$ cat src/mxv_pkg.sv
package mxv_pkg;

	localparam int ELEM_W          = 8;
	localparam int ACC_W           = 20; // 4 * 255 * 255 needs 18 bits
	localparam int IDX_W           = 2;
	localparam int DIM_W           = 3; // must hold MAX_DIM itself
	localparam int MAX_DIM_DEFAULT = 4;

	typedef logic [ELEM_W-1:0] elem_t;
	typedef logic [ACC_W-1:0]  acc_t;

	// row or column index inside the register files
	typedef logic [IDX_W-1:0] idx_t;

	// active dimension, 1 to MAX_DIM
	typedef logic [DIM_W-1:0] dim_t;

	// write address into the store, row in the upper half and column in the lower half
	typedef logic [2*IDX_W-1:0] addr_t;

	typedef struct packed {
		idx_t row;
		acc_t sum;
	} result_t;

endpackage

$ cat src/result_fifo.sv
`timescale 1ns/1ps

module result_fifo #(
	parameter int MAX_DIM = mxv_pkg::MAX_DIM_DEFAULT,
	parameter int DEPTH   = 2 * MAX_DIM
) (
	input  logic                          clk,
	input  logic                          rst,
	input  logic [MAX_DIM-1:0]            push,
	input  mxv_pkg::acc_t [MAX_DIM-1:0]   row_sums,
	input  logic                          pop,
	output logic                          valid,
	output mxv_pkg::result_t              head
);

	localparam int PW = $clog2(DEPTH);

	mxv_pkg::result_t mem [DEPTH];
	logic [PW-1:0]    rd_ptr, wr_ptr, wr_next;
	logic [PW-1:0]    slot [MAX_DIM];
	logic [MAX_DIM-1:0] take;
	logic [PW:0]      count;
	logic [PW:0]      n_acc;
	logic             do_pop;

	// depth need not be a power of two
	function automatic logic [PW-1:0] wrap(input logic [PW:0] p);
		return (p >= DEPTH) ? PW'(p - DEPTH) : PW'(p);
	endfunction

	assign valid  = count != '0;
	assign head   = mem[rd_ptr];
	assign do_pop = pop && valid;

	// lower rows claim the lower slots, pushes that find no room are lost
	always_comb begin
		n_acc = '0;
		for (int r = 0; r < MAX_DIM; r++) begin
			slot[r] = wrap({1'b0, wr_ptr} + n_acc);
			take[r] = push[r] && (count + n_acc < DEPTH);
			if (take[r])
				n_acc = n_acc + 1'b1;
		end
		wr_next = wrap({1'b0, wr_ptr} + n_acc);
	end

	always_ff @(posedge clk) begin
		if (rst) begin
			rd_ptr <= '0;
			wr_ptr <= '0;
			count  <= '0;
		end else begin
			wr_ptr <= wr_next;
			if (do_pop)
				rd_ptr <= (rd_ptr == PW'(DEPTH - 1)) ? '0 : rd_ptr + 1'b1;
			count <= count + n_acc - do_pop;
		end
	end

	always_ff @(posedge clk) begin
		for (int r = 0; r < MAX_DIM; r++)
			if (take[r])
				mem[slot[r]] <= '{row: mxv_pkg::idx_t'(r), sum: row_sums[r]};
	end

endmodule

$ cat config.mk
export PLATFORM = sky130hd
export DESIGN_NAME = result_fifo
export DESIGN_NICKNAME = d
export VERILOG_FILES = /design/src/mxv_pkg.sv /design/src/result_fifo.sv
export SDC_FILE = /design/constraint.sdc
export NUM_CORES = 1
export LEC_CHECK = 0
export ABC_CLOCK_PERIOD_IN_PS = 7350
export BUFFER_PORTS_ARGS = -buffer_cell sky130_fd_sc_hd__buf_2
export CAP_MARGIN = 30
export CORE_UTILIZATION = 45
export CTS_BUF_LIST = sky130_fd_sc_hd__clkbuf_8
export DETAILED_ROUTE_END_ITERATION = 8
export PLACE_DENSITY_LB_ADDON = 0.08
export SETUP_SLACK_MARGIN = 0.05
export SYNTH_ARGS = -nofsm -noshare
export SYNTH_HDL_FRONTEND = slang
export SYNTH_SLANG_ARGS = --single-unit
$ cat constraint.sdc
create_clock -name clk -period 7.35 [get_ports clk]
set_clock_uncertainty 0.2 [all_clocks]
set_input_delay 1.1025 -clock clk [delete_from_list [all_inputs] [get_ports clk]]
set_output_delay 1.1025 -clock clk [all_outputs]
set_load 0.01 [all_outputs]
==> impl_metrics.toml <==
[floorplanning]
core-area_um2 = 29870
die_area_um2 = 31270
initial_core_util = 0.4604
placementRows = 63
pin_count = 110
die_h_um = 176.8
die_w_um = 176.8

[place]
placedCellCount = 1637
port_buffers = 109
routabilityCongestion = 0.8266
pre_cts_slack_ns = 1.289
post-dp-hpwl_mm = 26.30

[pwr]
power_frac_seq = 0.345
peakVddDrop_mv = 0.2352
power_frac_comb = 0.523
leakagePower_nw = 5.789
p_clk_frac = 0.132
sw_frac_of_total = 0.3935
p_sw_w = 0.002277
p_int_w = 0.003510
p_per_area_nw_per_um2 = 386.6

[clocking]
worstSkewPairLatency_ns = 0.48
path_clk_slew_ns = 0.11
ctsHtreeMaxLevel = 4
cts_hold_buffers = 0
cts_tree = "built"
numCtsBuffers = 17
cts-root-buf = "clkbuf_8"
cts_resized = 0
clk_path_buf_depth = 2
clkSinkCount = 189
cts_setup_buffers = 0

[synth]
synth_compound_gate_area_share = 0.07522
synthTopCellsByArea = "edfxtp_1 35%, mux2_2 12%, mux2i_1 12%"
synth_most_common_cell = "mux2i_1"
syn_nets = 1359
synth_common_cells = "161 x mux2i_1, 160 x edfxtp_1, 148 x mux2_2"
ys_seq_area_frac = 0.3915
ys_ff_latch = 189
yosys.area_share.simple = 0.09678
ys_warn_count = 0
synth_area_um2 = 13760
synth_top_cell_by_area = "edfxtp_1"
muxShareOfSynthArea = 0.3466
synth_fa_ha_area_frac = 0.02256
ys.flop_type = "edfxtp_1"
synth-edff-count = 160
synthCells = 1249
synth_top_area_frac = 0.3493
synth.avg_cell_area_um2 = 11.01
synthArstFlopShare = 0
synth_xor_area_frac = 0.01283
synth_top_family_by_area = "multiplexers"
synth_cell_types = 57

[timing]
slew_violations = 0
hold_violations = 0
grt_setup_unrepaired = "no"
min_period_ns = 5.582
tns_ns = 0
whs_ns = 0.2722
tightest_slew_ns = 1.044
fin_crit_sh = 0.7595
fmax_ghz = 0.1791
slew_headroom = 0.3012
setup_viol = 0
setup_slack_ns = 1.768

[setup_path]
critPathArrivalTime_ns = 5.76
cp.depth = 20
reg2reg_slack_ns = 1.91
worstSetupEndpointType = "flop"
cp_max_fo = 11
path_delay_family = "compound AO/OA/AOI/OAI gates"
rr_startpoint = "count[1]"
critPathLaunchType = "input pin"
cp_slowest_cell = "a41o_1"
criticalPathCategory = "input pin to flop"
startpoint = "push[0]"
cpMostUsedCell = "ha_1"
critPathBufInv = 3
endpoint = "count[3]"
r2r_cells = 21
reg2reg_to = "count[3]"
path_cells = "buf_2 > nor2b_1 > inv_1 > ha_1 > or3b_2 > nand3_1 > nand2_1 > o21ai_0 > ha_1 > a211oi_1 > a211oi_1 > a41o_1 > mux2i_1 > ha_1 > inv_1 > ha_1 > a21o_1 > a21oi_1 > xnor2_1 > nor2_1"
critPathMaxStageDelay_ns = 0.72
critPathRequiredTime_ns = 7.53

[detailed_routing]
drt_iter0_drc = 775
ant_nets = 0
post-route-drc-count = 0
wl_per_cell_um = 24.17
wirelength_mm = 40.34
dr.pass1.iters = 5
num_vias = 9786
vias_per_cell = 5.863

[global_routing]
antenna_found_initial = 0
grt_pass1_vias = 9666
grt_max_degree = 45
use_met2 = 0.4534
grtUsageTotal = 0.2654
grt_pass1_wl_mm = 61.06
use_met3 = 0.02985
use_met1 = 0.3669
grt_busiest_layer = "met2"
grt_overflow = 0

[final_layout]
final_cells = 1669
drive_gt1_frac = 0.3401
layout.nets = 1376
diodes = 0
syn_to_final_growth_pct = 8.823

[min_path]
worstHoldPathType = "flop to flop"

[job]
cap_violations = 0

[run_status]
status = "finished, final reports clean"
power by group through the flow:
stage / registers, W / clock network (W) / logic (W)
3_3_place_gp: 0.00201 / 0 / 0.00299
4_1_cts: 0.00200 / 0.000771 / 0.00305
5_1_grt: 0.00204 / 0.000810 / 0.00327
2_1_floorplan: 0.00194 / 0 / 0.00218
6_report: 0.00200 / 0.000762 / 0.00303
3_5_place_dp: 0.00203 / 0 / 0.00304
area by class of cell:
cell class | instances | area [um^2]
Inverter | 22 | 82.58
Fill cell | 2704 | 14910
Multi-Input combinational cell | 889 | 7701
Timing Repair Buffer | 147 | 895.9
Tap cell | 390 | 488.0
Sequential cell | 189 | 5390
Clock inverter | 15 | 177.7
Clock buffer | 17 | 234.0
logic make-up (layout without fill, tap and decap cells):
family / count (synthesis) / count (layout)
multiplexers: 387 / 387
AND/OR/NAND/NOR: 269 / 269
AO/OA/AOI/OAI: 194 / 194
flip-flops: 189 / 189
buffers and inverters: 171 / 201
adder cells (fa/ha/maj): 23 / 23
XOR/XNOR: 16 / 16
routing by layer:
layer	part of all wire	wire, um	vias to the layer above
met2	0.49	19760	256
met4	0.0070	281	0
met5	0	0	-
met3	0.036	1463	16
met1	0.47	18830	4922
li1	-	-	4592
stage by stage:
| step | cell area [um^2] | utilization | total power (W) |
|---|---|---|---|
| after floorplan | 13760 | - | 0.004119 |
| after global placement | 14500 | 0.4852 | 0.005002 |
| after detailed placement | 14560 | 0.4873 | 0.005066 |
| after CTS | 14970 | 0.5011 | 0.005823 |
| after global routing | 14970 | 0.5011 | 0.006117 |
| final | 14970 | 0.5011 | 0.005787 |
flip-flops by register name (all words and copies together) (netlist names), named ones only:
signal,count
mem,176
wr_ptr,3
rd_ptr,3
count,4
placed cells by master (no fill, tap or decap), types with 5 or more instances in the layout:
master / instances
nand2_1: 103
a21oi_1: 92
clkbuf_8: 17
xor2_1: 7
nor4_4: 6
buf_4: 33
mux2_4: 31
o21ai_0: 84
nand3_1: 10
nand3b_1: 8
and2_1: 5
mux4_2: 44
inv_6: 7
inv_1: 22
nor2b_1: 7
xnor2_1: 5
mux2_2: 148
buf_2: 109
dfxtp_1: 27
mux2i_1: 161
nor2_1: 91
edfxtp_1: 160
ha_1: 20
worst min-delay path by stage:
stage                     from          to  slack, ns  cells after the start
floorplan           mem[4][21]  mem[4][21]       0.23                      1
global placement    mem[4][21]  mem[4][21]       0.25                      1
detailed placement  mem[0][21]  mem[0][21]       0.25                      1
CTS                 mem[3][21]  mem[3][21]       0.27                      1
global route        mem[3][21]  mem[3][21]       0.30                      1
finish              mem[3][21]  mem[3][21]       0.27                      1
Power figures use the tool's default switching activity.
