## src/frame_pkg.sv

```systemverilog
package frame_pkg;

	typedef enum logic [7:0] {
		SET_DIM  = 8'h01,
		START    = 8'h03,
		LOAD_MAT = 8'h04,
		LOAD_VEC = 8'h05
	} cmd_e;

	typedef struct packed {
		cmd_e       cmd;
		logic [7:0] count; // number of payload bytes that follow
	} frame_hdr_t;

	typedef struct packed {
		logic       valid;
		logic [7:0] data;
	} payload_t;

	// framing characters
	localparam logic [7:0] CH_F  = 8'h46;
	localparam logic [7:0] CH_E  = 8'h45;
	localparam logic [7:0] CH_US = 8'h5f;

	// hex digit ranges, upper and lower case letters are both accepted
	localparam logic [7:0] CH_0  = 8'h30;
	localparam logic [7:0] CH_9  = 8'h39;
	localparam logic [7:0] CH_A  = 8'h41;
	localparam logic [7:0] CH_LA = 8'h61;
	localparam logic [7:0] CH_LF = 8'h66;

endpackage

```

## src/mxv_pkg.sv

```systemverilog
package mxv_pkg;

	localparam int ELEM_W          = 8;
	localparam int ACC_W           = 20; // 4 * 255 * 255 needs 18 bits
	localparam int IDX_W           = 2;
	localparam int DIM_W           = 3; // must hold MAX_DIM itself
	localparam int MAX_DIM_DEFAULT = 4;

	typedef logic [ELEM_W-1:0] elem_t;
	typedef logic [ACC_W-1:0]  acc_t;

	// row or column index inside the register files
	typedef logic [IDX_W-1:0] idx_t;

	// active dimension, 1 to MAX_DIM
	typedef logic [DIM_W-1:0] dim_t;

	// write address into the store, row in the upper half and column in the lower half
	typedef logic [2*IDX_W-1:0] addr_t;

	typedef struct packed {
		idx_t row;
		acc_t sum;
	} result_t;

endpackage

```

## src/mxv_ctrl.sv

```systemverilog
`timescale 1ns/1ps

module mxv_ctrl #(
	parameter int MAX_DIM = mxv_pkg::MAX_DIM_DEFAULT
) (
	input  logic                  clk,
	input  logic                  rst,
	input  logic                  hdr_valid,
	input  frame_pkg::frame_hdr_t hdr,
	input  frame_pkg::payload_t   payload,
	input  logic                  frame_done,
	input  logic                  mat_done,
	output logic                  mat_we,
	output logic                  vec_we,
	output mxv_pkg::addr_t        wr_addr,
	output mxv_pkg::elem_t        wr_data,
	output mxv_pkg::dim_t         dim,
	output logic                  start,
	output logic                  busy
);

	frame_pkg::cmd_e cmd;
	mxv_pkg::dim_t   wr_row;
	mxv_pkg::dim_t   wr_col;
	logic [7:0]      new_dim;
	logic            dim_ok;
	logic            go;

	// bytes beyond dim by dim elements are dropped
	assign mat_we  = payload.valid && cmd == frame_pkg::LOAD_MAT && wr_row < dim;
	assign vec_we  = payload.valid && cmd == frame_pkg::LOAD_VEC && wr_col < dim;
	assign wr_addr = {wr_row[mxv_pkg::IDX_W-1:0], wr_col[mxv_pkg::IDX_W-1:0]};
	assign wr_data = payload.data;

	assign dim_ok = new_dim != 8'd0 && new_dim <= MAX_DIM;
	assign go     = frame_done && cmd == frame_pkg::START && !busy;

	always_ff @(posedge clk) begin
		if (rst) begin
			cmd    <= frame_pkg::SET_DIM;
			wr_row <= '0;
			wr_col <= '0;
			dim    <= mxv_pkg::dim_t'(MAX_DIM);
			start  <= 1'b0;
			busy   <= 1'b0;
		end else begin
			if (hdr_valid) begin
				cmd    <= hdr.cmd;
				wr_row <= '0;
				wr_col <= '0;
			end else if (mat_we) begin
				if (wr_col == dim - 3'd1) begin // row-major, wrap at the active width
					wr_col <= '0;
					wr_row <= wr_row + 3'd1;
				end else
					wr_col <= wr_col + 3'd1;
			end else if (vec_we)
				wr_col <= wr_col + 3'd1;
			if (frame_done && cmd == frame_pkg::SET_DIM && dim_ok && !busy)
				dim <= mxv_pkg::dim_t'(new_dim);
			start <= go;
			if (go)
				busy <= 1'b1;
			else if (mat_done)
				busy <= 1'b0;
		end
	end

	// held until the frame proves well formed
	always_ff @(posedge clk)
		if (payload.valid && cmd == frame_pkg::SET_DIM)
			new_dim <= payload.data;

endmodule

```

## config.mk

```make
export PLATFORM = sky130hd
export DESIGN_NAME = mxv_ctrl
export DESIGN_NICKNAME = d
export VERILOG_FILES = /design/src/frame_pkg.sv /design/src/mxv_pkg.sv /design/src/mxv_ctrl.sv
export SDC_FILE = /design/constraint.sdc
export NUM_CORES = 1
export LEC_CHECK = 0
export ABC_AREA = 1
export BUFFER_PORTS_ARGS = -buffer_cell sky130_fd_sc_hd__buf_2
export CORE_MARGIN = 2
export CORE_UTILIZATION = 30
export CTS_CLUSTER_SIZE = 25
export DETAILED_ROUTE_END_ITERATION = 6
export PLACE_DENSITY_LB_ADDON = 0.3
export RECOVER_POWER = 50
export SYNTH_ARGS = -nofsm -noshare
export SYNTH_HDL_FRONTEND = slang
export SYNTH_SLANG_ARGS = --single-unit
```

## constraint.sdc

```tcl
create_clock -name clk -period 2.7 [get_ports clk]
set_clock_uncertainty 0.2 [all_clocks]
set_input_delay 0.81 -clock clk [delete_from_list [all_inputs] [get_ports clk]]
set_output_delay 0.81 -clock clk [all_outputs]
set_load 0.01 [all_outputs]
```

==> reports/summary.md <==
The flow ran to the end, and the final reports show no timing, DRC or antenna violations. The max-capacitance violation count came out at 0. Arrival time reported for the critical path endpoint: 1550 ps. In this run the register-to-register setup slack is 830 ps. The number of gates resized after CTS was 0.

For this design the static power due to leakage is 0.841 nW. Summed over all instances, the cell type with the most area after synthesis is dfxtp_1. When the netlist entered floorplanning its net count stood at 235. The tools report the critical hold path startpoint as busy.

The logs give 153 ps for the worst setup timing slack at the placement stage and 27 for the clock sink total. Number of enable flip-flop cells after synthesis: 8. The worst pin sits at a relative slew slack of 71.3%. The design draws 777 uW.

The worst setup path is of the flip-flop to output port kind. In this run the power density over the cells is 445 nW/um2. By count the netlist is led by nand2_1, nor2_1, inv_1. Relative to the synthesized area, the layout overhead comes to 15.5%. The initial core utilization came out at 31.6%. VDD sags by at most 300 uV. For the count of boundary I/O pins, the log shows 49. Buffers inserted to repair hold after CTS numbered 0. The worst register-to-register path ends at wr_row[0].

TritonCTS built the clock tree. In this run, distinct cell masters in the synthesized netlist total 27. The count of input and output buffers works out to 40. The synthesized design devotes to its leading area cell type 25.1% of total area. In the post-synthesis netlist, the biggest area contributors are dfxtp_1, edfxtp_1, nand2_1. The main flop type after synthesis was dfxtp_1. In the routed design, unresolved DRC markers number 0. The average footprint of a synthesized cell is 7.68 um2, and the instance count of the mapped netlist is 197. The fraction of the cycle the final worst path needs was 94.8%. Share of synthesized registers carrying an async set or reset: 0%. The startpoint identified for the worst register-to-register timing path is dim[0].

The total clock buffers created by CTS came out at 3. In this run the standard cell core region covers 4790 um2. The number of global-route vias before repair was 1147. The library cell used as clock root buffer is clkbuf_8. The repair_antennas step left the layout with diodes totalling 0. In the post-synthesis netlist, the cell with the most instances is nand2_1. The source-to-sink clock delay at the later pin of the worst-skew pair was 280 ps.

Of all nets on the critical path, the largest fanout is 4. Setup repair after global routing left no endpoint under its margin. The logs give 0 for the initial antenna violation count and 391 MHz for the highest clock rate. Setup slack closes at 140 ps.

Setup violations remaining at the end of the flow were counted as 0. Including well taps, the total number of placed cells is 293. The clock-pin slew on the worst setup and hold paths works out to 110 ps. The tools report the depth of the CTS H-tree as 1. The pre-antenna-repair detailed-routing pass consisted of 4 iterations. The total negative slack for setup checks is 0 ps. The time the final worst path needs with I/O delays and setup works out to 2560 ps. The worst hold path passes through 2 cells. For the worst flop-to-flop path, the logic depth is 10.

The total overflow left after global routing is 0. Kind of end point of the critical path: an output port. The first global-routing pass estimated 5030 um of wire.

The Yosys step of the flow raised 0 warnings. After clock tree synthesis, the setup repair step added 0 buffers. For the pin with the worst max-slew slack, the measured transition is 429 ps.

For the worst setup path, the data required time is 1690 ps. Counting the fill cells in the layout gives 518. The y dimension of the die was 75.0 um. The logs give 11.6% for the total routing resource utilization after global routing and 1510 um2 for the cell area after synthesis. Entering global routing, the biggest net connects 18 pins. Placed wire-length estimate: 2330 um. The worst setup path is launched from a flip-flop. The run gives 2 as the largest buffer count on any clock path. After the first detailed-routing iteration, the DRC count stood at 36. The total detailed-routing wirelength is 2910 um.

The die is 75.0 um wide. The run gives 0 as the final-report max-slew violation count. The worst hold path class was flip-flop to flip-flop. The die covers 5630 um2. In this run the remaining antenna-violating nets after routing total 0. At the end of routability-driven placement, the weighted congestion stood at 0.804. The fraction of layout cells with a size suffix above 1 works out to 24.8%. After detailed routing, the average wire length per cell comes to 9.80 um. Summing over every cut layer, the via total after detailed routing is 1265.

Sequential elements use 41.0% of the synthesized area. Once layout is complete, the cells apart from fillers number 297. The post-synthesis sequential element count was 27. The worst hold path terminates at busy.

After the last flow step, the layout net total stands at 269. The number of hold violations in the final report came out at 0. In this run the core area contains 25 standard-cell rows. The via density per instance works out to 4.26.
## per-layer routing
metal / vias up / part of all wire, % / global-route usage [%]
met4: 0 / 0.45 / 1.79
li1: 687 / - / -
met5: - / 0 / 0
met3: 2 / 5.1 / 3.35
met1: 542 / 50 / 16.5
met2: 34 / 44 / 17.7
## area by class of cell
cell class                      instances  area, um2  area share [%]
Timing Repair Buffer                   41        201            11.5
Tap cell                               67       83.8            4.80
Sequential cell                        27        621            35.5
Clock inverter                          1       8.76           0.501
Multi-Input combinational cell        131        689            39.5
Inverter                               27        101            5.80
Clock buffer                            3       41.3            2.36
## worst max-delay path: stages, from the launching register on
cell     delay, ps
dfxtp_1        380
inv_1          100
ha_1           210
nor2_1         170
nand4_1        120
a21oi_1        140
buf_2          150
## state kept, by name, indices dropped and copies added (netlist names)
register	cells
cmd	8
new_dim	8
dim	3
busy	1
start	1
wr_row	3
wr_col	3
## layout by cell type, fill, tap and decap left out, types with 2 or more instances in the layout
cell type,n
ha_1,8
nand2_2,3
edfxtp_1,8
nand2_1,35
nor2_2,4
buf_2,38
o21ai_0,9
nor2_4,2
dfxtp_1,19
clkbuf_8,3
a21oi_1,9
inv_1,23
xor2_1,2
nand4_1,4
clkbuf_1,3
nand3_2,2
inv_2,3
nand3_1,12
nor2_1,33
## metrics by stage
stage          instance area, um2  utilization [%]  hold WS (ps)
6_report                     1750             36.5           286
3_3_place_gp                 1710             35.8           283
2_1_floorplan                1510                -           263
3_5_place_dp                 1710             35.8           278
5_1_grt                      1750             36.5           323
4_1_cts                      1760             36.9           295
## where the power goes
part / switching, mW / internal, mW / leakage [nW] / total, mW
registers: 0.00853 / 0.430 / 0.228 / 0.439
logic: 0.0516 / 0.0325 / 0.587 / 0.0842
clock network: 0.146 / 0.109 / 0.0261 / 0.254
total: 0.206 / 0.572 / 0.841 / 0.777
## worst max-delay path by stage
stage / from / depth (start not counted) / slack, ps / endpoint
after floorplan: payload[8] / 2 / 340 / new_dim[0]
after global placement: payload[8] / 6 / 130 / vec_we
after detailed placement: payload[8] / 6 / 150 / vec_we
after CTS: dim[2] / 6 / 110 / vec_we
after global routing: dim[2] / 8 / 20 / mat_we
final: dim[2] / 6 / 140 / vec_we
## cell families after synthesis
family	synth area share, %
flops	41.0
simple gates	31.3
xor+xnor	1.16
compound gates	7.28
buf+inv	12.7
fa+ha+maj	6.62
Power figures use the tool's default switching activity.
