### src/mxv_pkg.sv
package mxv_pkg;

	localparam int ELEM_W          = 8;
	localparam int ACC_W           = 20; // 4 * 255 * 255 needs 18 bits
	localparam int IDX_W           = 2;
	localparam int DIM_W           = 3; // must hold MAX_DIM itself
	localparam int MAX_DIM_DEFAULT = 4;

	typedef logic [ELEM_W-1:0] elem_t;
	typedef logic [ACC_W-1:0]  acc_t;

	// row or column index inside the register files
	typedef logic [IDX_W-1:0] idx_t;

	// active dimension, 1 to MAX_DIM
	typedef logic [DIM_W-1:0] dim_t;

	// write address into the store, row in the upper half and column in the lower half
	typedef logic [2*IDX_W-1:0] addr_t;

	typedef struct packed {
		idx_t row;
		acc_t sum;
	} result_t;

endpackage

### src/row_mac.sv
`timescale 1ns/1ps

module row_mac (
	input  logic           clk,
	input  logic           rst,
	input  logic           start,
	input  mxv_pkg::dim_t  dim,
	input  mxv_pkg::elem_t a,
	input  mxv_pkg::elem_t b,
	output mxv_pkg::idx_t  col,
	output logic           done,
	output mxv_pkg::acc_t  sum
);

	logic          run;
	logic          last;
	mxv_pkg::acc_t acc;

	assign last = run && mxv_pkg::dim_t'(col) == dim - 3'd1;
	assign done = last;
	// the final product is folded in combinationally so done lines up with the last column
	assign sum  = acc + mxv_pkg::acc_t'(a) * mxv_pkg::acc_t'(b);

	always_ff @(posedge clk) begin
		if (rst) begin
			run <= 1'b0;
			col <= '0;
		end else if (start) begin
			run <= 1'b1;
			col <= '0;
		end else if (run) begin
			if (last)
				run <= 1'b0;
			else
				col <= col + 2'd1;
		end
	end

	always_ff @(posedge clk)
		if (start)
			acc <= '0;
		else if (run)
			acc <= sum;

endmodule

### config.mk
export PLATFORM = sky130hd
export DESIGN_NAME = row_mac
export DESIGN_NICKNAME = d
export VERILOG_FILES = /design/src/mxv_pkg.sv /design/src/row_mac.sv
export SDC_FILE = /design/constraint.sdc
export NUM_CORES = 1
export LEC_CHECK = 0
export BUFFER_PORTS_ARGS = -buffer_cell sky130_fd_sc_hd__buf_2
export CAP_MARGIN = 25
export CORE_MARGIN = 2
export CORE_UTILIZATION = 47
export DETAILED_ROUTE_END_ITERATION = 6
export HOLD_SLACK_MARGIN = 0.15
export PLACE_DENSITY = 0.7
export SLEW_MARGIN = 20
export SYNTH_ARGS = -nofsm -noshare
export SYNTH_HDL_FRONTEND = slang
export SYNTH_SLANG_ARGS = --single-unit
### constraint.sdc
create_clock -name clk -period 9 [get_ports clk]
set_input_delay 1.8 -clock clk [delete_from_list [all_inputs] [get_ports clk]]
set_output_delay 1.8 -clock clk [all_outputs]
set_load 0.005 [all_outputs]
==> metrics.txt, run 1 <==
Max Fclk=between 0.1 and 0.15 GHz; Critical Path Start=a[4]; largest net degree at the start of global routing=25; R2R Path End=acc[19]; critical path startpoint category=input pin; initial antenna violation count=0; Finished Layout Cells=577; Detailed Place HPWL=approximately 6.7 mm; I/O pin count=45; most common flop cell mapped by yosys=dfxtp_1; crit path to=sum[19]; Cell Area, Synth=about 3700 um^2; row cnt=32; Final GP Congestion=between 0.8 and 0.9; max cap viols=0; Die Wd=just over 90 um; hold crit path type=flop to flop; Peak VDD IR=between 0.0002 and 0.0003 V; die height=between 90 and 100 um; Starting Density=between 40% and 50%; Hold Fails Final Rpt=0; first-pass GRT wire length=approximately 14 mm; H-tree levels=1; top post-synthesis cells by area=fa_1, ha_1, dfxtp_1, inv_1, and2_1; TritonCTS clock tree=built; CTS Buffer Depth=2; WS Path Type=input pin to output port; CTS resizes=0; Lkg Pwr=~2.2 nW; post-route ant nets=0; # fillers=779; FF+latch area=roughly 460 um^2; WL final=7.97 mm; max-slew violation count=0; crit-path max cell delay=between 0.5 and 0.6 ns; dpl cells=approximately 570; worst-path fanout max=8; Setup Skew=roughly 0.01 ns; die area=~8600 um^2; relative slew slack=32.8%; clk sinks=23; syn_area_per_cell=~8.5 um^2; core footprint=around 7600 um^2; fin nets=just under 600; area of the multi-input gates=about 2800 um^2; Worst-Skew Late Latency=0.28 ns; Placed Area=between 3000 and 4000 um^2; cell taking the most area after synthesis=fa_1; Mapped Cells=between 400 and 500; P per Cell Area=311 nW/um^2; final setup fails=0; I/O Buffers=44; GRT Resource Usage Total=20.2%; initial drt markers=between 100 and 150; CP cell instances=buf_2 -> nand2_1 -> fa_1 -> inv_1 -> fa_1 -> inv_1 -> fa_1 -> fa_1 -> inv_1 -> ha_1 -> o21ai_0 -> o21ai_0 -> a21oi_1 -> o221ai_2 -> o311ai_2 -> xnor2_1 -> buf_2; Ys Warns=0; top cell type's share of synthesized area=a little over a quarter; Synth top cells by count=inv_1, fa_1, nand2_1, ha_1, and2_1; Final period util=87.5%; Reg clk slew, reported paths=about 0.090 ns; Worst path depth=17; setup slack, reg-to-reg=approximately 4.6 ns; FF+latch count, synth=23; DRC=0; CTS buffer count=3; grt total ovfl=0; share of cells above drive strength 1=12.4%; postcts setup bufs=0; RR Startpoint=acc[6]; count leader, synth=inv_1; Net Count, Synth=550; outcome=complete, no violations; CP Capture Type=output port; vias in the first global route=2943; Post-synth ARST share=0%; Setup TNS=0 ns; crit path DAT=6.07 ns; Slowest cell on crit path=fa_1; Top delay family on crit path=adder cells; Buf+Inv Stages, Crit Path=5; Least-Margin Pin Slew=1.01 ns; Synth cell types=41; post-DR wirelength/cell=around 14 um; reg2reg path depth=15; required time of the critical path=7.20 ns; EDFF count, synth=0; Via density=between 5 and 6; Total Power=between 1 and 1.5 mW; antenna cells=0; most used cell along the critical path=fa_1; synthesis-to-layout area growth=9.77%; post-route cell area=4050 um^2; fin crit period=a little under 8 ns; RSZ-0062 raised after global routing=false; Hold Buf Count CTS=0; root buffer cell=clkbuf_8; sequential area share after synthesis=between 10% and 20%; routed vias=2958; First-pass DRT Iterations=4
==> worst register-to-register path: stages, from the launching register on <==
cell,delay (ns)
dfxtp_1,0.34
inv_1,0.06
fa_1,0.54
inv_1,0.06
fa_1,0.49
inv_1,0.05
fa_1,0.48
fa_1,0.56
inv_1,0.04
ha_1,0.35
o21ai_0,0.24
o21bai_1,0.11
a21oi_2,0.21
o221ai_2,0.21
o31ai_2,0.26
mux2_2,0.35
==> per-layer routing <==
metal / part of all wire (%) / global-route usage (%)
met1: 46 / 28.5
met2: 50 / 35.0
met3: 3.5 / 2.60
met4: 0.43 / 1.12
met5: 0 / 0
==> registers in the layout (all words and copies together), names as in the netlist <==
name  count
col       2
acc      20
run       1
==> area by class of cell <==
| cell class | count | share of cell area (%) |
|---|---|---|
| Multi-Input combinational cell | 298 | 69.0 |
| Sequential cell | 23 | 11.4 |
| Inverter | 106 | 9.83 |
| Timing Repair Buffer | 44 | 5.44 |
| Tap cell | 102 | 3.15 |
| Clock buffer | 3 | 1.02 |
| Clock inverter | 1 | 0.185 |
==> cell usage in the layout (no fill, tap or decap), types with 2 or more instances in the layout <==
cell type    n
o221ai_1     2
ha_1        42
nor2_1      20
o21a_1       4
a21o_1       9
o21ai_0      6
or3_1        2
and3_1       3
a211oi_1     2
buf_2       44
xnor2_1     14
a31oi_1      3
nor2b_1      2
nand2_1     44
dfxtp_1     23
nand4_1      2
inv_1      106
a21oi_1     13
mux2i_1     10
fa_1        50
xor2_1       6
mux2_2       2
o21ai_1      2
and2_1      32
o211ai_1     2
nand3_1      5
clkbuf_8     3
and4_2       2
nor3_1       7
==> where the power goes <==
| group | internal, mW | switching (mW) |
|---|---|---|
| logic | 0.450 | 0.602 |
| clock network | 0.0314 | 0.0376 |
| registers | 0.124 | 0.0141 |
| total | 0.605 | 0.654 |
==> worst min-delay path by stage <==
stage	slack [ns]	to	depth (start not counted)	start
finish	0.50	acc[1]	2	acc[1]
floorplan	0.46	acc[1]	2	acc[1]
CTS	0.51	acc[1]	2	acc[1]
detailed placement	0.49	acc[1]	2	acc[1]
global route	0.54	acc[3]	2	acc[3]
global placement	0.48	acc[1]	2	acc[1]
==> cells by family after synthesis <==
group / share of synthesized area (%)
adder cells (fa/ha/maj): 41.4
AND/OR/NAND/NOR: 15.8
multiplexers: 3.33
AO/OA/AOI/OAI: 10.4
buffers and inverters: 11.8
XOR/XNOR: 4.75
flip-flops: 12.5
==> stage by stage <==
step	setup slack (ns)	hold WS, ns	util (%)
2_1_floorplan	1.50	0.460	-
3_3_place_gp	1.18	0.477	52.3
3_5_place_dp	1.11	0.487	52.3
4_1_cts	1.10	0.507	52.9
5_1_grt	0.911	0.545	52.9
6_report	1.13	0.500	52.9
Note: power is estimated with default switching activity, not from simulation.
==> run 2: changes to the inputs <==
Settings changed: CORE_ASPECT_RATIO set to 0.7.
==> metrics.txt, run 2 (synthesis gave the netlist of run 1 again) <==
first-pass GRT wire length=around 13 mm; worst-path fanout max=8; Max Fclk=approximately 0.13 GHz; fin nets=just under 600; Hold Buf Count CTS=0; Detailed Place HPWL=6.66 mm; outcome=complete, no violations; Hold Fails Final Rpt=0; Least-Margin Pin Slew=0.457 ns; Peak VDD IR=about 0.00024 V; Reg clk slew, reported paths=around 0.080 ns; hold crit path type=flop to flop; final setup fails=0; post-DR wirelength/cell=around 13 um; antenna cells=0; post-route ant nets=0; initial drt markers=~130; grt total ovfl=0; row cnt=26; CP Capture Type=output port; GRT Resource Usage Total=18.5%; largest registers=acc: 20 flops, col: 2 flops, run: 1 flops; max cap viols=0; critical path startpoint category=input pin; crit path DAT=a little over 6 ns; Total Power=around 1.2 mW; Starting Density=49.5%; share of cells above drive strength 1=12.4%; area of the multi-input gates=~2800 um^2; Die Wd=about 110 um; crit-path max cell delay=approximately 0.54 ns; commonest non-fill, non-tap cell in the layout=inv_1; Worst-Skew Late Latency=0.27 ns; most used cell along the critical path=fa_1; Final period util=approximately 87%; vias in the first global route=2741; FF+latch area=between 400 and 500 um^2; CP cell instances=buf_2 -> and2_1 -> fa_1 -> fa_1 -> fa_1 -> inv_1 -> fa_1 -> inv_1 -> ha_1 -> a211oi_1 -> o21ai_0 -> a21oi_1 -> o221ai_2 -> o311ai_2 -> xnor2_1 -> buf_2; Top reg by flops=acc; max reg flops=20; core footprint=around 7400 um^2; Lkg Pwr=between 2 and 2.5 nW; Slowest cell on crit path=fa_1; required time of the critical path=between 7 and 8 ns; clk sinks=23; root buffer cell=clkbuf_8; CTS resizes=0; Setup TNS=0 ns; CTS Buffer Depth=2; Setup Skew=slightly above 0.002 ns; TritonCTS clock tree=built; I/O pin count=45; CTS buffer count=3; initial antenna violation count=0; P per Cell Area=around 300 nW/um^2; # fillers=between 700 and 800; most frequent cells in the layout=inv_1, fa_1, nand2_1, buf_2, ha_1; postcts setup bufs=0; max-slew violation count=0; WS Path Type=input pin to output port; synthesis-to-layout area growth=9.74%; I/O Buffers=44; DRC=0; Via density=5.10; die area=8580 um^2; fin crit period=roughly 8 ns; H-tree levels=1; Final GP Congestion=0.822; die height=78.1 um; WL final=~7.6 mm; largest net degree at the start of global routing=25; RSZ-0062 raised after global routing=false; relative slew slack=a little over two thirds; routed vias=between 2k and 3k; First-pass DRT Iterations=4
==> run 2: through the flow <==
| step | instances | cell area [um^2] | utilization [%] | hold slack (ns) | setup slack [ns] |
|---|---|---|---|---|---|
| after floorplan | 436 | 3690 | - | 0.460 | 1.50 |
| after global routing | 574 | 4050 | 54.3 | 0.527 | 0.884 |
| after global placement | 570 | 4000 | 53.7 | 0.479 | 1.21 |
| final | 574 | 4050 | 54.3 | 0.500 | 1.14 |
| after detailed placement | 570 | 4000 | 53.7 | 0.481 | 1.15 |
| after CTS | 574 | 4050 | 54.3 | 0.505 | 1.12 |
==> run 2: area by class of cell <==
| cell class | count | share of cell area [%] |
|---|---|---|
| multi-input cells | 298 | 69.0 |
| inverters | 106 | 9.83 |
| repair buffers | 45 | 5.63 |
| flip-flops and latches | 23 | 11.4 |
| well taps | 98 | 3.03 |
| clock buffers | 4 | 1.11 |
==> run 2: report_power, final <==
group	leakage, nW	internal (mW)	switching (mW)
Combinational	1.97	0.442	0.586
Clock	0.0228	0.0316	0.0328
Sequential	0.188	0.124	0.0104
==> run 2: worst max-delay path, delay by kind of cell <==
family / cells / cell delay [ns]
simple gates: 1 / 0.18
xor+xnor: 1 / 0.14
compound gates: 5 / 1.12
buf+inv: 4 / 0.36
fa+ha+maj: 5 / 2.44
==> run 2: metal layers <==
layer | up-vias | track usage, % | routed length (um)
met5 | - | 0 | 0
met4 | 0 | 1.39 | 18
met3 | 2 | 2.74 | 316
met2 | 69 | 29.4 | 3450
met1 | 1418 | 27.7 | 3810
li1 | 1437 | - | -
==> run 2: path summary, 6_finish.rpt <==
kind | startpoint | endpoint | slack (ns) | cells after the start
max | a[3] | sum[19] | 1.14 | 16
min | acc[3] | acc[3] | 0.50 | 2
max reg2reg | acc[6] | acc[19] | 4.52 | 15
min reg2reg | acc[3] | acc[3] | 0.50 | 2
==> run 3: changes to the inputs <==
==> constraint.sdc (replaced) <==
create_clock -name clk -period 9 [get_ports clk]
set_input_delay 0.45 -clock clk [delete_from_list [all_inputs] [get_ports clk]]
set_output_delay 0.45 -clock clk [all_outputs]
set_load 0.005 [all_outputs]
==> metrics.txt, run 3 (synthesis gave the netlist of run 1 again) <==
Slowest cell on crit path=fa_1; most frequent cells in the layout=inv_1, fa_1, nand2_1, buf_2, ha_1; Hold Fails Final Rpt=0; synthesis-to-layout area growth=9.74%; crit-path max cell delay=0.54 ns; outcome=complete, no violations; Int Pwr=roughly 600 uW; Final period util=58.0%; Lkg Pwr=2.18 nW; first-pass GRT wire length=between 10 and 15 mm; CTS buffer count=3; core footprint=~7400 um^2; Placed Area=~4000 um^2; most used cell along the critical path=fa_1; grt total ovfl=0; vias in the first global route=roughly 2.8k; routed vias=slightly below 3k; switching pwr=approximately 630 uW; max cap viols=0; CP cell instances=buf_2 -> and2_1 -> fa_1 -> fa_1 -> fa_1 -> inv_1 -> fa_1 -> inv_1 -> ha_1 -> a211oi_1 -> o21ai_0 -> a21oi_1 -> o221ai_2 -> o311ai_2 -> xnor2_1 -> buf_2; worst-path fanout max=8; max-slew violation count=0; Reg clk slew, reported paths=approximately 0.08 ns; commonest non-fill, non-tap cell in the layout=inv_1; Max Fclk=approximately 0.19 GHz; # fillers=around 740; initial antenna violation count=0; Die Wd=110 um; post-route ant nets=0; Comb power frac=between 80% and 90%; initial drt markers=roughly 180; dpl cells=570; Hold Buf Count CTS=0; root buffer cell=clkbuf_8; Via density=a little over 5; Setup TNS=0 ns; Final GP Congestion=between 0.8 and 0.9; CTS Buffer Depth=2; GRT Resource Usage Total=18.9%; DRC=0; H-tree levels=1; row cnt=26; TritonCTS clock tree=built; Least-Margin Pin Slew=0.463 ns; Detailed Place HPWL=around 6.6 mm; Finished Layout Cells=about 570; switching share of power=between 50% and 60%; required time of the critical path=~8.6 ns; antenna cells=0; Worst-Skew Late Latency=between 0.2 and 0.3 ns; CP Capture Type=output port; postcts setup bufs=0; WL final=roughly 7.6 mm; final setup fails=0; crit path DAT=~4.8 ns; RSZ-0062 raised after global routing=false; Starting Density=about half; post-route cell area=roughly 4000 um^2; clk sinks=23; Peak VDD IR=between 0.0002 and 0.00025 V; fin crit period=5.22 ns; Top reg by flops=acc; relative slew slack=approximately 70%; hold crit path type=input pin to flop; I/O pin count=45; max reg flops=20; Setup Skew=approximately 0.0033 ns; die height=around 78 um; CTS resizes=0; share of cells above drive strength 1=12.4%; setup slack, reg-to-reg=around 4.5 ns; critical path startpoint category=input pin; fin nets=between 500 and 600; post-DR wirelength/cell=about 13 um; die area=8580 um^2; P per Cell Area=a little over 300 nW/um^2; largest registers=acc: 20 flops, col: 2 flops, run: 1 flops; Flop pwr share=a little over a tenth; Clock power frac=between 5 and 6%; WS Path Type=input pin to output port; largest net degree at the start of global routing=25; I/O Buffers=44; First-pass DRT Iterations=4
## run 3: worst paths after layout
kind                            startpoint      end  cells past startpoint
worst min register to register      acc[3]   acc[3]                      2
worst min-delay path                   rst      run                      2
worst max register to register      acc[6]  acc[19]                     15
worst max-delay path                  a[3]  sum[19]                     16
## run 3: routing by layer
layer	vias to the layer above	track usage, %	wire [um]	share of wire (%)
met5	-	0	0	0
met4	0	2.28	42	0.55
met3	5	2.16	352	4.6
met2	65	30.2	3450	45
met1	1424	28.1	3760	49
li1	1442	-	-	-
## run 3: area by class of cell
type / instances / area, um^2 / area share, %
Sequential cell: 23 / 460 / 11.4
Clock buffer: 4 / 45.0 / 1.11
Inverter: 106 / 398 / 9.83
Timing Repair Buffer: 45 / 228 / 5.63
Tap cell: 98 / 123 / 3.03
Multi-Input combinational cell: 298 / 2790 / 69.0
## run 3: metrics by stage
stage	utilization (%)	setup WS, ns	hold slack [ns]	power [mW]
after detailed placement	53.7	3.83	0.491	1.17
final	54.3	3.78	0.373	1.23
after global placement	53.7	3.91	0.479	1.16
after global routing	54.3	3.61	0.371	1.38
after CTS	54.3	3.82	0.366	1.24
after floorplan	-	4.20	0.460	0.866
## run 3: power groups by stage
stage / combinational, mW / clock (mW) / sequential (mW)
final: 1.03 / 0.0640 / 0.134
after global routing: 1.17 / 0.0739 / 0.136
after CTS: 1.04 / 0.0667 / 0.134
after detailed placement: 1.03 / 0 / 0.137
after global placement: 1.02 / 0 / 0.136
after floorplan: 0.732 / 0 / 0.134
## run 3: critical path: cells and delay by family
kind,cells,cell delay [ns]
simple gates,1,0.19
compound gates,5,1.15
xor+xnor,1,0.14
fa+ha+maj,5,2.44
buf+inv,4,0.37
