## config.mk

```make
export PLATFORM = sky130hd
export DESIGN_NAME = frame_parser
export DESIGN_NICKNAME = d
export VERILOG_FILES = /design/src/frame_pkg.sv /design/src/frame_parser.sv
export SDC_FILE = /design/constraint.sdc
export NUM_CORES = 1
export LEC_CHECK = 0
export ABC_CLOCK_PERIOD_IN_PS = 4700
export CAP_MARGIN = 10
export CORE_UTILIZATION = 30
export DETAILED_ROUTE_END_ITERATION = 16
export DONT_BUFFER_PORTS = 1
export PLACE_DENSITY = 0.48
export RECOVER_POWER = 25
export SLEW_MARGIN = 20
export SYNTH_ARGS = -nofsm -noshare
export SYNTH_HDL_FRONTEND = slang
export SYNTH_SLANG_ARGS = --single-unit
export TNS_END_PERCENT = 100
```

## constraint.sdc

```tcl
create_clock -name clk -period 4.7 [get_ports clk]
set_clock_uncertainty 0.15 [all_clocks]
set_input_delay 0.94 -clock clk [delete_from_list [all_inputs] [get_ports clk]]
set_output_delay 0.94 -clock clk [all_outputs]
set_load 0.02 [all_outputs]
```

## src/frame_pkg.sv

```systemverilog
package frame_pkg;

	typedef enum logic [7:0] {
		SET_DIM  = 8'h01,
		START    = 8'h03,
		LOAD_MAT = 8'h04,
		LOAD_VEC = 8'h05
	} cmd_e;

	typedef struct packed {
		cmd_e       cmd;
		logic [7:0] count; // number of payload bytes that follow
	} frame_hdr_t;

	typedef struct packed {
		logic       valid;
		logic [7:0] data;
	} payload_t;

	// framing characters
	localparam logic [7:0] CH_F  = 8'h46;
	localparam logic [7:0] CH_E  = 8'h45;
	localparam logic [7:0] CH_US = 8'h5f;

	// hex digit ranges, upper and lower case letters are both accepted
	localparam logic [7:0] CH_0  = 8'h30;
	localparam logic [7:0] CH_9  = 8'h39;
	localparam logic [7:0] CH_A  = 8'h41;
	localparam logic [7:0] CH_LA = 8'h61;
	localparam logic [7:0] CH_LF = 8'h66;

endpackage

```

## src/frame_parser.sv

```systemverilog
`timescale 1ns/1ps

module frame_parser (
	input  logic                  clk,
	input  logic                  rst,
	input  logic                  rcv,
	input  logic [7:0]            data,
	output logic                  hdr_valid,
	output frame_pkg::frame_hdr_t hdr,
	output frame_pkg::payload_t   payload,
	output logic                  frame_done,
	output logic                  frame_err
);

	typedef enum logic [3:0] {
		S_HUNT, S_E, S_SEP_CMD, S_CMD_HI, S_CMD_LO, S_SEP_CNT, S_CNT_HI,
		S_CNT_LO, S_SEP_PAY, S_PAY_HI, S_PAY_LO, S_TAIL_US, S_TAIL_E, S_TAIL_F
	} state_e;

	state_e     state, next;
	logic       bad;
	logic       hex_ok;
	logic [3:0] nib;
	logic [3:0] hi_nib;
	logic [7:0] remain;
	logic       pay_valid;
	logic [7:0] pay_byte;

	function automatic logic [4:0] hex_val(input logic [7:0] c);
		if (c >= frame_pkg::CH_0 && c <= frame_pkg::CH_9)
			return {1'b1, c[3:0]};
		if ((c >= frame_pkg::CH_A && c <= frame_pkg::CH_F) ||
		    (c >= frame_pkg::CH_LA && c <= frame_pkg::CH_LF))
			return {1'b1, c[3:0] + 4'd9}; // 'A' and 'a' both have low nibble 1
		return 5'd0;
	endfunction

	assign {hex_ok, nib} = hex_val(data);
	assign payload = '{valid: pay_valid, data: pay_byte};

	always_comb begin
		next = state;
		bad  = 1'b0;
		if (rcv) begin
			unique case (state)
				S_HUNT:    if (data == frame_pkg::CH_F) next = S_E; // anything else is skipped
				S_E:       begin bad = data != frame_pkg::CH_E;  next = S_SEP_CMD; end
				S_SEP_CMD: begin bad = data != frame_pkg::CH_US; next = S_CMD_HI;  end
				S_CMD_HI:  begin bad = !hex_ok;                  next = S_CMD_LO;  end
				S_CMD_LO:  begin bad = !hex_ok;                  next = S_SEP_CNT; end
				S_SEP_CNT: begin bad = data != frame_pkg::CH_US; next = S_CNT_HI;  end
				S_CNT_HI:  begin bad = !hex_ok;                  next = S_CNT_LO;  end
				S_CNT_LO:  begin bad = !hex_ok;                  next = S_SEP_PAY; end
				S_SEP_PAY: begin
					bad  = data != frame_pkg::CH_US;
					next = (remain == 8'd0) ? S_TAIL_E : S_PAY_HI;
				end
				S_PAY_HI:  begin
					// grouping underscores between bytes are dropped
					bad  = !hex_ok && data != frame_pkg::CH_US;
					next = hex_ok ? S_PAY_LO : S_PAY_HI;
				end
				S_PAY_LO:  begin
					bad  = !hex_ok;
					next = (remain == 8'd1) ? S_TAIL_US : S_PAY_HI;
				end
				S_TAIL_US: begin bad = data != frame_pkg::CH_US; next = S_TAIL_E; end
				S_TAIL_E:  begin bad = data != frame_pkg::CH_E;  next = S_TAIL_F; end
				S_TAIL_F:  begin bad = data != frame_pkg::CH_F;  next = S_HUNT;   end
				default:   next = S_HUNT;
			endcase
			if (bad)
				next = S_HUNT;
		end
	end

	always_ff @(posedge clk) begin
		if (rst) begin
			state      <= S_HUNT;
			hdr_valid  <= 1'b0;
			pay_valid  <= 1'b0;
			frame_done <= 1'b0;
			frame_err  <= 1'b0;
			remain     <= '0;
		end else begin
			state      <= next;
			frame_err  <= bad;
			hdr_valid  <= rcv && !bad && state == S_CNT_LO;
			pay_valid  <= rcv && !bad && state == S_PAY_LO;
			frame_done <= rcv && !bad && state == S_TAIL_F;
			if (rcv && hex_ok && state == S_CNT_LO)
				remain <= {hi_nib, nib};
			else if (rcv && hex_ok && state == S_PAY_LO)
				remain <= remain - 8'd1;
		end
	end

	always_ff @(posedge clk) begin
		if (rcv && hex_ok) begin
			hi_nib <= nib; // the low-digit states read the previous value first
			if (state == S_CMD_LO)
				hdr.cmd <= frame_pkg::cmd_e'({hi_nib, nib});
			if (state == S_CNT_LO)
				hdr.count <= {hi_nib, nib};
			if (state == S_PAY_LO)
				pay_byte <= {hi_nib, nib};
		end
	end

endmodule

```

==> results.cfg, run 1 <==
[timing]
finalSetupViolCount = 0
whs_ns = 0.363
period_share = 0.669
fin_crit_ns = 3.14
setup-tns-final_ns = 0
rsz0062_at_grt = no
slew_headroom = 0.438
hold_viol_final = 0
fmax_mhz = 318
slew_viol_final = 0
tightest_slew_ns = 0.840
fin_ws_ns = 1.56

[logic_synthesis]
syn_area_mm2 = 0.00216
ys_ff_latch = 44
synth_nets = 217
synth-compound-area-share = 0.204
syn_inst = 200
synthXorXnorAreaFrac = 0.00811
synth.avg_cell_area_um2 = 10.8
synth.top_cell.area_share = 0.389
synthMuxAreaShare = 0.00927
yosysUniqueCellTypes = 52
synthTopCellsByArea = edfxtp_1, dfxtp_1, a21oi_1, ha_1, nor2_1
synth-edff-count = 28
yosysWarnings = 0
async_flop_share = 0
synthSimpleGateAreaFrac = 0.163
synth_top_family_by_area = compound AO/OA/AOI/OAI gates
yosys.area_share.adder = 0.0348
yosys_most_used_dff = edfxtp_1
yosysTopAreaCell = edfxtp_1
yosysSeqAreaShare = 0.538

[critical_path]
start_kind = input pin
path_cells = or4b_4, a311oi_4, o21ai_2, nor4_2, buf_4
path_class = in -> reg
reg2reg_depth = 5
crit_family = simple AND/OR/NAND/NOR gates
cp.arrival_ns = 3.00
slowest_stage = or4b_4
crit_cells = 5
slowest_delay_ns = 0.54
cp_data_required_time_ns = 4.56
end_kind = flop
critical_path_buf_inv_count = 1
critPathMaxFanout = 13

[clocking]
cts_made_buffers = 5
root_buffer = clkbuf_8
cts_resized = 0
cts_buffer_depth = 2
ctsHoldBuffers = 0
clkTransAtPathRegs_ns = 0.09
cts_tree = done
cts_max_level = 2
clk_latency_ns = 0.29
cts_setup_buffers = 0
clock_sinks = 44

[layout]
drive_above_1_share = 0.111
area_growth_pct = 9.10
fin_nets = 214
fillers = 696
insertedDiodeCount = 0
final_util = 0.343

[detailed_routing]
avgViaCountPerCell = 5.19
wire_per_inst_um = 16.3
drt_wl_total_um = 4790
drt_iter0_drc = 87
drc = 0
ant_nets = 0
num_vias = 1525
drt_pass1_iterations = 4

[worst_hold_path]
hold_class = reg -> reg
whs_path_depth = 2

[run_status]
status = complete, no violations

[floorplan]
row_count = 30
dieWidth_um = 86.8
start_util = 0.314
die_height_um = 86.8
fp.dieArea_mm2 = 0.00754
coreArea_mm2 = 0.00687
io_pins = 39

[power_and_ir_drop]
power_frac_comb = 0.025
power.total_uw = 718
p_sw_uw = 143
power_leakage_uw = 0.000740
p_sw_frac = 0.199
ir_drop_uv = 101
clkPwrFrac = 0.404
cellPowerDensity_mw_per_mm2 = 305
pwr-share-seq = 0.571
intPower_uw = 576

[global_routing]
gr-usage-all-layers = 0.131
grt_pass1_vias = 1453
antenna_found_initial = 0
grt_pass1_wl_um = 7480
grt_max_degree = 18
gr-total-overflow = 0

[flow_run]
max_cap_violations = 0

[placement]
gp_congestion = 0.764
post-place-ws_ns = 1.21
numPortBuffers = 0
hpwlAfterDp_um = 3430
==> registers in the layout, summed over array words and instances (netlist names) <==
name        count
hdr_valid       1
frame_done      1
state           4
pay_byte        8
pay_valid       1
hi_nib          4
hdr            16
remain          8
frame_err       1
==> path summary, 6_finish.rpt <==
path,startpoint,end,slack (ns)
worst max-delay path,data[4],hdr[12]$_DFFE_PP_,1.56
worst min-delay path,remain[4]$_SDFFE_PP0P_,remain[4]$_SDFFE_PP0P_,0.36
worst max register to register,state[1]$_SDFFE_PP0P_,state[3]$_SDFFE_PP0P_,2.26
worst min register to register,remain[4]$_SDFFE_PP0P_,remain[4]$_SDFFE_PP0P_,0.36
==> cell type report <==
cell class                      count  area (µm²)  area share
Clock buffer                        5        68.8      0.0292
Clock inverter                      3        46.3      0.0196
Inverter                            9        33.8      0.0143
Multi-Input combinational cell    135         911       0.387
Sequential cell                    44        1160       0.493
Tap cell                           96         120      0.0510
Timing Repair Buffer                2        15.0     0.00637
==> synth_stat cells, types with 2 or more instances <==
cell type	n
nor4_1	4
nor3_1	6
a21o_1	2
buf_2	3
nand2_1	14
o31ai_1	2
mux2i_1	2
nand2b_1	2
inv_1	9
ha_1	6
or2_2	2
a31oi_1	5
nor3b_1	2
dfxtp_1	16
nand3_1	2
nor2b_1	3
clkbuf_1	7
a22oi_1	2
a22o_1	4
o32ai_1	3
nor2_1	20
o21ai_0	8
o21bai_1	2
edfxtp_1	28
or4_1	2
nor4bb_1	3
a21oi_1	16
==> per-layer routing <==
metal,global-route usage,vias to the layer above,wire (µm)
met5,0,-,0
met4,0.0364,0,52
met3,0.0276,5,163
met2,0.229,38,2360
met1,0.162,738,2210
li1,-,744,-
==> cells by family after synthesis <==
logic type | count (synthesis)
DFF | 44
AOI/OAI and AO/OA | 59
adders and majority gates | 6
and+or+nand+nor | 66
muxes | 2
buffers and inverters | 21
xor gates and xnor gates | 2
==> tightest hold or removal path, stage by stage (launching register included) <==
cell and delay, ns:
dfxtp_1 0.34, o21ai_0 0.08, a21oi_1 0.06
==> through the flow <==
stage / cells / area, µm²
after global routing: 294 / 2360
after CTS: 294 / 2360
after global placement: 286 / 2240
after floorplan: 200 / 2160
after detailed placement: 286 / 2240
final: 294 / 2360
==> cells in the final DEF (no fill, tap or decap), drive strengths merged, types with 2 or more instances in the layout <==
master,synthesis,final
edfxtp,28,28
nor2,20,20
a21oi,16,16
dfxtp,16,16
nand2,14,14
inv,9,10
o21ai,9,9
nor3,6,6
ha,6,6
a31oi,5,5
clkbuf,7,5
a22o,4,4
nor4,4,4
nor4bb,3,3
nor2b,3,3
o32ai,3,3
o31ai,3,3
o21bai,2,2
nor3b,2,2
nand2b,2,2
or2,2,2
a21o,2,2
mux2i,2,2
or4,2,2
a22oi,2,2
nand3,2,2
buf,5,2
a31o,2,2
==> power by group through the flow <==
stage	logic (µW)	clock network, µW	registers, µW
after floorplan	16.6	0	418
after global placement	18.5	0	419
after detailed placement	18.4	0	419
after CTS	18.5	297	410
after global routing	20.3	310	411
final	18.3	290	410
No activity file was read; power rests on OpenSTA's default activity.
==> run 2: changes to the inputs <==
--- a/config.mk
+++ b/config.mk
@@ -5,12 +5,12 @@
 export SDC_FILE = /design/constraint.sdc
 export NUM_CORES = 1
 export LEC_CHECK = 0
-export ABC_CLOCK_PERIOD_IN_PS = 4700
+export ABC_CLOCK_PERIOD_IN_PS = 2700
 export CAP_MARGIN = 10
 export CORE_UTILIZATION = 30
 export DETAILED_ROUTE_END_ITERATION = 16
 export DONT_BUFFER_PORTS = 1
-export PLACE_DENSITY = 0.48
+export PLACE_DENSITY = 0.49
 export RECOVER_POWER = 25
 export SLEW_MARGIN = 20
 export SYNTH_ARGS = -nofsm -noshare
==> constraint.sdc (replaced) <==
create_clock -name clk -period 2.7 [get_ports clk]
set_clock_uncertainty 0.15 [all_clocks]
set_input_delay 0.54 -clock clk [delete_from_list [all_inputs] [get_ports clk]]
set_output_delay 0.54 -clock clk [all_outputs]
set_load 0.02 [all_outputs]
==> run 2 against run 1 <==
Effect of this change: non-clock buffer count up 16; sequential cell count unchanged; design area up 4.3%; global-route usage up 1.0 points; setup slack worse by 1.1 ns; combinational power up 91%; clock power up 37%; final cell count up 5.4%; largest power group unchanged.
==> results.cfg, run 2 (synthesis gave the netlist of run 1 again) <==
[placement]
numPortBuffers = 0
hpwlAfterDp_um = 3650
gp_congestion = 0.793

[layout]
regMostFlops = hdr
fillers = 711
final_util = 0.358
largest_reg_flops = 16
area_growth_pct = 13.8
mostFrequentLayoutCell = edfxtp_1
insertedDiodeCount = 0
reg_top3 = hdr x16, pay_byte x8, remain x8
fin_nets = 230
drive_above_1_share = 0.173
final_cell_mix = edfxtp_1, nor2_1, buf_4, a21oi_1, dfxtp_1

[detailed_routing]
drt_iter0_drc = 58
drt_pass1_iterations = 4
avgViaCountPerCell = 5.16
drc = 0
num_vias = 1601
drt_wl_total_um = 4880
ant_nets = 0
wire_per_inst_um = 15.7

[floorplan]
row_count = 30
start_util = 0.314
io_pins = 39
die_height_um = 86.8
coreArea_mm2 = 0.00687
fp.dieArea_mm2 = 0.00754
dieWidth_um = 86.8

[timing]
fin_crit_ns = 2.25
slew_viol_final = 0
tightest_slew_ns = 0.634
hold_viol_final = 0
period_share = 0.835
slew_headroom = 0.571
rsz0062_at_grt = no
finalSetupViolCount = 0
fmax_mhz = 443
setup-tns-final_ns = 0

[critical_path]
path_cells = inv_1, ha_1, o21bai_1, a2111oi_2, buf_4, o21ai_2, buf_4, nor2_1, buf_4
path_class = in -> reg
crit_family = buffers and inverters
cp_common_cell = buf_4
slowest_delay_ns = 0.36
slowest_stage = a2111oi_2
end_kind = flop
critical_path_buf_inv_count = 4
cp_data_required_time_ns = 2.55
reg2reg_depth = 6
reg2reg_to = frame_err$_SDFF_PP0_
cp.arrival_ns = 2.11
start_kind = input pin
critPathMaxFanout = 8
r2r_slack_ns = 0.47
rr_startpoint = state[0]$_SDFFE_PP0P_

[power_and_ir_drop]
clkPwrFrac = 0.347
power_frac_comb = 0.031
p_sw_uw = 243
ir_drop_uv = 198
p_sw_frac = 0.212
pwr-share-seq = 0.622
power_leakage_uw = 0.000807
intPower_uw = 905
cellPowerDensity_mw_per_mm2 = 467

[clocking]
cts_setup_buffers = 0
cts_resized = 0
clock_sinks = 44
cts_tree = done
ctsHoldBuffers = 0
clk_latency_ns = 0.29
cts_max_level = 2
cts_made_buffers = 5
cts_buffer_depth = 2
clkTransAtPathRegs_ns = 0.09
root_buffer = clkbuf_8

[run_status]
status = complete, no violations

[global_routing]
gr-total-overflow = 0
use_met2 = 0.223
gr-usage-all-layers = 0.141
busiest_layer = met2
antenna_found_initial = 0
grt_pass1_vias = 1570
grt_util_met1 = 0.187
grt_max_degree = 17
grt_use_met3 = 0.0314
grt_pass1_wl_um = 7960

[worst_hold_path]
whs_path_depth = 1
min_to = remain[6]$_SDFFE_PP0P_
hold_class = in -> reg
hp-start = rst

[flow_run]
max_cap_violations = 0
-- run 2: cell types whose count changed in the layout (fill, tap and decap cells not counted) --
cell	change
clkinvlp_4	+1
nor4_4	+1
buf_4	+16
clkinv_1	+1
nor4_2	-1
inv_6	-1
bufinv_16	-1
-- run 2: worst max path at each step --
stage	startpoint	end	cells past startpoint
2_1_floorplan	data[4]	hdr[10]$_DFFE_PP_	5
3_3_place_gp	data[1]	hdr[2]$_DFFE_PP_	9
3_5_place_dp	data[1]	hdr[7]$_DFFE_PP_	9
4_1_cts	data[1]	hdr[1]$_DFFE_PP_	9
5_1_grt	state[0]$_SDFFE_PP0P_	frame_err$_SDFF_PP0_	6
6_report	data[1]	hdr[4]$_DFFE_PP_	9
-- run 2: power by group through the flow --
stage / Combinational [µW] / Clock [µW] / Sequential [µW]
3_3_place_gp: 35.7 / 0 / 730
4_1_cts: 35.7 / 411 / 714
2_1_floorplan: 29.1 / 0 / 728
5_1_grt: 39.5 / 437 / 714
6_report: 35.0 / 398 / 714
3_5_place_dp: 35.4 / 0 / 729
-- run 2: final cells by class --
| cell class | count | area, µm² | area share |
|---|---|---|---|
| Inverter | 9 | 33.8 | 0.0137 |
| Sequential cell | 44 | 1160 | 0.473 |
| Clock inverter | 3 | 18.8 | 0.00764 |
| Timing Repair Buffer | 18 | 135 | 0.0550 |
| Tap cell | 96 | 120 | 0.0489 |
| Clock buffer | 5 | 68.8 | 0.0280 |
| Multi-Input combinational cell | 135 | 920 | 0.374 |
-- run 2: through the flow --
step                setup slack [ns]  total power (µW)  hold WS, ns  instances  area (µm²)
CTS                            0.434              1160        0.150        310        2460
detailed placement             0.119               765        0.330        302        2370
finish                         0.445              1150        0.154        310        2460
global route                   0.253              1190        0.145        310        2460
floorplan                    0.00670               758        0.311        200        2170
global placement               0.163               765        0.359        302        2370
-- run 2: metal layers --
layer / part of all wire / routed length (µm)
met5: 0 / 0
met4: 0.015 / 72
met3: 0.049 / 237
met2: 0.48 / 2340
met1: 0.46 / 2220
